`src/source/video_params.svh`:
```
`ifndef VIDEO_PARAMS_SVH
`define VIDEO_PARAMS_SVH

// horizontal raster geometry in clocks.
`define VID_HLINE 24
`define VID_HBACK 3
`define VID_HFRONT 2
`define VID_HPULSE 3

// vertical raster geometry in lines.
`define VID_VLINE 14
`define VID_VBACK 2
`define VID_VFRONT 1
`define VID_VPULSE 1

// counter and position width.
`define VID_POS_W 11

// bits per colour channel.
`define VID_COLOR_W 4

// pixel fifo entries, also the initial host credit.
`define VID_FIFO_DEPTH 8

`endif
```
`src/source/video_pkg.sv`:
```
`include "video_params.svh"

package video_pkg;

	// one rgb pixel.
	typedef struct packed {
		logic [`VID_COLOR_W-1:0] red;
		logic [`VID_COLOR_W-1:0] green;
		logic [`VID_COLOR_W-1:0] blue;
	} pixel_t;

	// decoded state of one raster position.
	typedef struct packed {
		logic hsync;
		logic vsync;
		logic active;
		logic [`VID_POS_W-1:0] pos_x;
		logic [`VID_POS_W-1:0] pos_y;
	} scan_t;

	// registered output word.
	typedef struct packed {
		logic hsync;
		logic vsync;
		logic de;
		logic [`VID_POS_W-1:0] pos_x;
		logic [`VID_POS_W-1:0] pos_y;
		pixel_t pixel;
	} video_t;

endpackage

```
`src/source/video_top.sv`:
```
`timescale 1ns/100ps

module video_top (
	input  logic              i_clock_out,
	input  logic              i_reset,
	input  logic              i_pixel_valid,
	input  video_pkg::pixel_t i_pixel,
	output logic              o_credit,
	output video_pkg::video_t o_video,
	output logic              o_underflow
);
	video_pkg::scan_t  scan;
	video_pkg::pixel_t head;
	logic              pop;
	logic              empty;

	// host side pixel fifo.
	pixel_input u_pixel_input (
		.i_clock_out   (i_clock_out),
		.i_reset       (i_reset),
		.i_pixel_valid (i_pixel_valid),
		.i_pixel       (i_pixel),
		.i_pop         (pop),
		.o_head        (head),
		.o_empty       (empty),
		.o_credit      (o_credit)
	);

	scan_timing u_scan_timing (
		.i_clock_out (i_clock_out),
		.i_reset     (i_reset),
		.o_scan      (scan)
	);

	// output side, one clock behind the scan.
	pixel_scanout u_pixel_scanout (
		.i_clock_out (i_clock_out),
		.i_reset     (i_reset),
		.i_scan      (scan),
		.i_head      (head),
		.i_empty     (empty),
		.o_pop       (pop),
		.o_video     (o_video),
		.o_underflow (o_underflow)
	);

endmodule

```
`src/source/pixel_scanout.sv`:
```
`timescale 1ns/100ps

`include "video_params.svh"

module pixel_scanout (
	input  logic              i_clock_out,
	input  logic              i_reset,
	input  video_pkg::scan_t  i_scan,
	input  video_pkg::pixel_t i_head,
	input  logic              i_empty,
	output logic              o_pop,
	output video_pkg::video_t o_video,
	output logic              o_underflow
);
	localparam int POS_W    = `VID_POS_W;
	localparam int H_ACTIVE = `VID_HLINE - `VID_HBACK - `VID_HPULSE - `VID_HFRONT;
	localparam int V_ACTIVE = `VID_VLINE - `VID_VBACK - `VID_VPULSE - `VID_VFRONT;

	logic starved;

	// consume one pixel for each active position while data is there.
	assign o_pop   = i_scan.active && !i_empty;
	assign starved = i_scan.active && i_empty;

	always_ff @(posedge i_clock_out) begin
		if (i_reset) begin
			o_video <= '0;
		end else begin
			o_video.hsync <= i_scan.hsync;
			o_video.vsync <= i_scan.vsync;
			o_video.de    <= i_scan.active;
			o_video.pos_x <= i_scan.pos_x;
			o_video.pos_y <= i_scan.pos_y;
			// black when there is nothing to show.
			if (o_pop) begin
				o_video.pixel <= i_head;
			end else begin
				o_video.pixel <= '0;
			end
		end
	end

	// sticky until the next reset.
	always_ff @(posedge i_clock_out) begin
		if (i_reset) begin
			o_underflow <= 1'b0;
		end else if (starved) begin
			o_underflow <= 1'b1;
		end
	end

	// a pixel is only consumed at a position inside the visible area.
	a_pop_in_active: assert property (
		@(posedge i_clock_out) disable iff (i_reset)
		o_pop |-> (i_scan.pos_x < POS_W'(H_ACTIVE)) && (i_scan.pos_y < POS_W'(V_ACTIVE))
	) else $error("pixel_scanout: pop outside an active position");

endmodule

```
`src/source/scan_timing.sv`:
```
`timescale 1ns/100ps

`include "video_params.svh"

module scan_timing (
	input  logic             i_clock_out,
	input  logic             i_reset,
	output video_pkg::scan_t o_scan
);
	localparam int POS_W = `VID_POS_W;

	localparam int H_SYNC_START = `VID_HLINE - `VID_HPULSE;
	localparam int V_SYNC_START = `VID_VLINE - `VID_VPULSE;
	localparam int H_WIN_END    = `VID_HLINE - `VID_HPULSE - `VID_HFRONT;
	localparam int V_WIN_END    = `VID_VLINE - `VID_VPULSE - `VID_VFRONT;

	logic [POS_W-1:0] h_count;
	logic [POS_W-1:0] v_count;

	// first pipeline stage.
	logic             hsync_a;
	logic             vsync_a;
	logic             hwin_a;
	logic             vwin_a;
	logic [POS_W-1:0] h_a;
	logic [POS_W-1:0] v_a;

	// raster counters, vertical steps when horizontal wraps.
	always_ff @(posedge i_clock_out) begin
		if (i_reset) begin
			h_count <= '0;
			v_count <= '0;
		end else if (h_count == POS_W'(`VID_HLINE - 1)) begin
			h_count <= '0;
			if (v_count == POS_W'(`VID_VLINE - 1)) begin
				v_count <= '0;
			end else begin
				v_count <= v_count + 1'b1;
			end
		end else begin
			h_count <= h_count + 1'b1;
		end
	end

	// decode sync and window flags from the raw counts.
	always_ff @(posedge i_clock_out) begin
		if (i_reset) begin
			hsync_a <= 1'b0;
			vsync_a <= 1'b0;
			hwin_a  <= 1'b0;
			vwin_a  <= 1'b0;
			h_a     <= '0;
			v_a     <= '0;
		end else begin
			hsync_a <= (h_count >= POS_W'(H_SYNC_START));
			vsync_a <= (v_count >= POS_W'(V_SYNC_START));
			hwin_a  <= (h_count >= POS_W'(`VID_HBACK)) && (h_count < POS_W'(H_WIN_END));
			vwin_a  <= (v_count >= POS_W'(`VID_VBACK)) && (v_count < POS_W'(V_WIN_END));
			h_a     <= h_count;
			v_a     <= v_count;
		end
	end

	// second stage combines the windows and moves the origin to the first active pixel.
	always_ff @(posedge i_clock_out) begin
		if (i_reset) begin
			o_scan <= '0;
		end else begin
			o_scan.hsync  <= hsync_a;
			o_scan.vsync  <= vsync_a;
			o_scan.active <= hwin_a && vwin_a;
			o_scan.pos_x  <= h_a - POS_W'(`VID_HBACK);
			o_scan.pos_y  <= v_a - POS_W'(`VID_VBACK);
		end
	end

	// inside an active run the horizontal position steps by one pixel per clock.
	a_pos_step: assert property (
		@(posedge i_clock_out) disable iff (i_reset)
		o_scan.active && $past(o_scan.active) |-> o_scan.pos_x == $past(o_scan.pos_x) + 1'b1
	) else $error("scan_timing: pos_x does not step within an active run");

endmodule

```
`src/source/pixel_input.sv`:
```
`timescale 1ns/100ps

`include "video_params.svh"

module pixel_input (
	input  logic              i_clock_out,
	input  logic              i_reset,
	input  logic              i_pixel_valid,
	input  video_pkg::pixel_t i_pixel,
	input  logic              i_pop,
	output video_pkg::pixel_t o_head,
	output logic              o_empty,
	output logic              o_credit
);
	localparam int DEPTH = `VID_FIFO_DEPTH;
	localparam int PTR_W = (DEPTH > 1) ? $clog2(DEPTH) : 1;
	localparam int CNT_W = $clog2(DEPTH + 1);

	video_pkg::pixel_t mem [DEPTH];

	logic [PTR_W-1:0] wr_ptr;
	logic [PTR_W-1:0] rd_ptr;
	logic [CNT_W-1:0] fill;
	logic             full;
	logic             wr_en;
	logic             rd_en;

	assign full    = (fill == CNT_W'(DEPTH));
	assign o_empty = (fill == '0);
	// head is read straight from storage, no read latency.
	assign o_head  = mem[rd_ptr];

	assign wr_en = i_pixel_valid;
	assign rd_en = i_pop && !o_empty;

	// payload storage.
	always_ff @(posedge i_clock_out) begin
		if (wr_en) begin
			mem[wr_ptr] <= i_pixel;
		end
	end

	always_ff @(posedge i_clock_out) begin
		if (i_reset) begin
			wr_ptr <= '0;
			rd_ptr <= '0;
			fill   <= '0;
		end else begin
			if (wr_en) begin
				wr_ptr <= (wr_ptr == PTR_W'(DEPTH - 1)) ? '0 : wr_ptr + 1'b1;
			end
			if (rd_en) begin
				rd_ptr <= (rd_ptr == PTR_W'(DEPTH - 1)) ? '0 : rd_ptr + 1'b1;
			end
			case ({wr_en, rd_en})
				2'b10:   fill <= fill + 1'b1;
				2'b01:   fill <= fill - 1'b1;
				default: fill <= fill;
			endcase
		end
	end

	// one credit goes back to the host for every pixel released.
	always_ff @(posedge i_clock_out) begin
		if (i_reset) begin
			o_credit <= 1'b0;
		end else begin
			o_credit <= rd_en;
		end
	end

	// the host only sends while it holds a credit, so a full fifo never sees a write.
	a_no_overfill: assert property (
		@(posedge i_clock_out) disable iff (i_reset)
		!(i_pixel_valid && full)
	) else $error("pixel_input: write while full, host credit violation");

endmodule

```
`config.mk`:
```
export PLATFORM = sky130hd
export DESIGN_NAME = video_top
export DESIGN_NICKNAME = d
export VERILOG_FILES = /design/src/source/video_pkg.sv /design/src/source/video_top.sv /design/src/source/pixel_scanout.sv /design/src/source/scan_timing.sv /design/src/source/pixel_input.sv
export VERILOG_INCLUDE_DIRS = /design/src /design/src/source
export SDC_FILE = /design/constraint.sdc
export NUM_CORES = 1
export LEC_CHECK = 0
export ABC_AREA = 1
export ABC_CLOCK_PERIOD_IN_PS = 3900
export BUFFER_PORTS_ARGS = -buffer_cell sky130_fd_sc_hd__buf_2
export CAP_MARGIN = 20
export CELL_PAD_IN_SITES_DETAIL_PLACEMENT = 1
export CELL_PAD_IN_SITES_GLOBAL_PLACEMENT = 1
export CORE_MARGIN = 4
export CORE_UTILIZATION = 50
export CTS_CLUSTER_SIZE = 14
export DETAILED_ROUTE_END_ITERATION = 7
export PLACE_DENSITY_LB_ADDON = 0.1
export SLEW_MARGIN = 20
export SYNTH_ARGS = -nofsm -noshare
export SYNTH_HDL_FRONTEND = slang
export SYNTH_SLANG_ARGS = --single-unit
export TNS_END_PERCENT = 30
```
`constraint.sdc`:
```
create_clock -name i_clock_out -period 3.9 [get_ports i_clock_out]
set_clock_uncertainty 0.15 [all_clocks]
set_input_delay 0 -clock i_clock_out [delete_from_list [all_inputs] [get_ports i_clock_out]]
set_output_delay 0 -clock i_clock_out [all_outputs]
set_load 0.02 [all_outputs]
```
==> impl_metrics.json <==
{
  "ys_seq_area_share_pct": 64.5,
  "cpPeakStageDelay_ps": 350,
  "postCtsHoldBufs": 14,
  "grt_pass1_vias": 6643,
  "p_per_area_nw_per_um2": 505,
  "fin_nets": 954,
  "groute.usage.overall_pct": 22.3,
  "grt_overflow": 0,
  "worstPathArrival_ps": 2770,
  "min_period_over_period_pct": 65.2,
  "cts.sinks": 218,
  "worst-endpoint-required_ps": 4130,
  "reg2reg_slack_ps": 1360,
  "io_buffers": 53,
  "die_w_um": 137,
  "hold_path.class": "in2reg",
  "drt_iter0_markers": 294,
  "antenna_found_initial": 1,
  "num_rows": 46,
  "critPathKind": "reg2reg",
  "vias": 6100,
  "layout_commonest_cell": "nor2_1",
  "maxCapViolations": 0,
  "clk_pin_slew_worst_paths_ps": 60,
  "postRouteAntennaNets": 0,
  "yosys_warnings": 0,
  "min_to": "u_pixel_input.mem[0][4]",
  "seqPwrFrac_pct": 50.6,
  "clock_path_buffers": 3,
  "syn_area_per_cell_um2": 9.69,
  "routed_via_density": 5.26,
  "numCtsBuffers": 23,
  "rsz0062_at_grt": "false",
  "cts.repair.resized": 0,
  "most-common-layout-cells": "204 x nor2_1, 122 x dfxtp_1, 97 x inv_1, 96 x edfxtp_1, 87 x nand2_1",
  "insertion_delay_ps": 490,
  "slowest_stage": "dfxtp_1",
  "finalHoldViolCount": 0,
  "worstMarginPinSlew_ps": 793,
  "yosys.cell_types.count": 32,
  "r2r_end": "u_pixel_input.fill[2]",
  "dp_hpwl_um": 12900,
  "ir_drop_uv": 297,
  "drc": 0,
  "reg2reg_depth": 13,
  "whs_path_depth": 2,
  "comb_power_share_pct": 3.9,
  "fin_setup_tns_ps": 0,
  "cts_tree": "done",
  "routed_wl_um": 20400,
  "start_kind": "register",
  "regToRegStartpoint": "u_pixel_input.fill[2]",
  "crit_path_end_kind": "register",
  "gp_congestion": 0.761,
  "core-area_um2": 16100,
  "maxSlewHeadroom_pct": 47.1,
  "die_area_um2": 18600,
  "switching_share_pct": 20.6,
  "crit_path_frequent_cell": "inv_1",
  "cp_cell_sequence": "inv_1 > nand4_1 > nand2_1 > inv_1 > ha_1 > nand2_1 > inv_1 > nor2_1 > ha_1 > a21oi_1 > xnor2_1 > o21ai_0 > inv_1",
  "drive_above_1_share_pct": 12.8,
  "cts_max_level": 1,
  "wl_per_cell_um": 17.6,
  "path_buf_inv": 4,
  "ys_seq_elements": 218,
  "grt_pass1_wl_um": 33000,
  "fmax_mhz": 393,
  "p_leak_nw": 4.06,
  "pwr-share-clk_pct": 45.5,
  "initial_core_util_pct": 51.4,
  "io-pin-count": 54,
  "crit_family": "simple AND/OR/NAND/NOR gates",
  "grt_max_degree": 53,
  "post_cts_buffers": 0,
  "die_h_um": 137,
  "synth.cell_area_um2": 8260,
  "p_int_mw": 3.88,
  "root_buffer": "clkbuf_16",
  "min_from": "i_pixel[4]",
  "fin_crit_ps": 2540,
  "outcome": "finished clean",
  "setup_viol": 0,
  "p_switching_mw": 1.01,
  "synth_nets": 880,
  "dr.pass1.iters": 4,
  "areaGrowthSynthToFinish_pct": 17.1,
  "slew_viol_final": 0,
  "worst-path-max-fanout": 7,
  "whs_ps": 179,
  "syn_inst": 852
}
-- routing by layer --
metal / routed length [um] / vias to the layer above / track usage [%]
met3: 592 / 49 / 2.83
li1: - / 2931 / -
met2: 11100 / 98 / 43.0
met1: 8220 / 3022 / 25.2
met5: 0 / - / 0
met4: 534 / 0 / 7.67
-- logic make-up after synthesis --
logic type               synth area share (%)
adder cells (fa/ha/maj)                  1.97
flip-flops                               64.5
AO/OA/AOI/OAI                            8.70
AND/OR/NAND/NOR                          17.4
XOR/XNOR                                0.954
buffers and inverters                    6.47
-- power by group through the flow --
stage	clock network, mW	logic [mW]	registers [mW]
floorplan	0	0.0918	2.53
global route	2.38	0.212	2.47
finish	2.22	0.191	2.47
detailed placement	0	0.176	2.52
CTS	2.27	0.192	2.47
global placement	0	0.166	2.51
-- flip-flops by register name, summed over array words and instances (netlist names), 3 cells and up --
name	flops
u_pixel_scanout.o_video	37
u_pixel_input.wr_ptr	3
u_scan_timing.o_scan	25
u_pixel_input.mem	96
u_pixel_input.rd_ptr	3
u_pixel_input.fill	4
u_scan_timing.h_count	11
u_scan_timing.v_a	11
u_scan_timing.v_count	11
u_scan_timing.h_a	11
-- area by class of cell --
class                           count  area, um2
Inverter                          102        383
Clock inverter                     11        136
Tap cell                          216        270
Antenna cell                        1       2.50
Timing Repair Buffer               80        503
Multi-Input combinational cell    501       2400
Clock buffer                       30        649
Sequential cell                   218       5330
Fill cell                        1808       6390
-- worst reg2reg max path, stage by stage (launching register included) --
cell,delay (ps)
dfxtp_1,350
inv_1,130
nand4_1,170
nand2_1,240
inv_1,130
ha_1,260
nand2_1,130
inv_1,80
nor2_1,160
ha_1,210
a21oi_1,70
xnor2_1,140
o21ai_0,170
inv_1,60
-- per-stage QoR --
step / power (mW) / area [um2] / utilization, % / std cells / setup WS (ps)
CTS: 4.93 / 9670 / 60.2 / 1158 / 1410
detailed placement: 2.69 / 8740 / 54.4 / 1103 / 1620
global route: 5.06 / 9670 / 60.2 / 1159 / 1180
floorplan: 2.62 / 8260 / - / 852 / 2000
global placement: 2.68 / 8740 / 54.4 / 1103 / 1850
finish: 4.89 / 9670 / 60.2 / 1159 / 1360
-- how the worst max path moves through the flow --
stage / cells after the start / to / from / slack, ps
2_1_floorplan: 12 / u_pixel_input.fill[2] / u_pixel_input.fill[2] / 2000
3_3_place_gp: 13 / u_pixel_input.fill[2] / u_pixel_input.fill[2] / 1850
3_5_place_dp: 13 / u_pixel_input.fill[2] / u_pixel_input.fill[0] / 1620
4_1_cts: 13 / u_pixel_input.fill[2] / u_pixel_input.fill[2] / 1410
5_1_grt: 13 / u_pixel_input.fill[2] / u_pixel_input.fill[2] / 1180
6_report: 13 / u_pixel_input.fill[2] / u_pixel_input.fill[2] / 1360
-- Yosys cell counts, drive strengths merged --
cell type,count,share of area (%)
buf,12,0.97
dfxtp,122,30
nor3,8,0.68
inv,102,4.6
xnor2,2,0.21
o22ai,14,1.1
o21ai,68,4.1
nand2,90,4.2
a31oi,2,0.15
edfxtp,96,35
xor2,7,0.74
nor2,208,9.7
clkbuf,19,0.86
ha,13,2.0
o31ai,1,0.091
or2,1,0.076
a21oi,33,2.0
nand4,13,0.98
nand3,27,1.8
o21a,2,0.18
o211ai,12,1.1
Note: power is estimated with default switching activity, not from simulation.
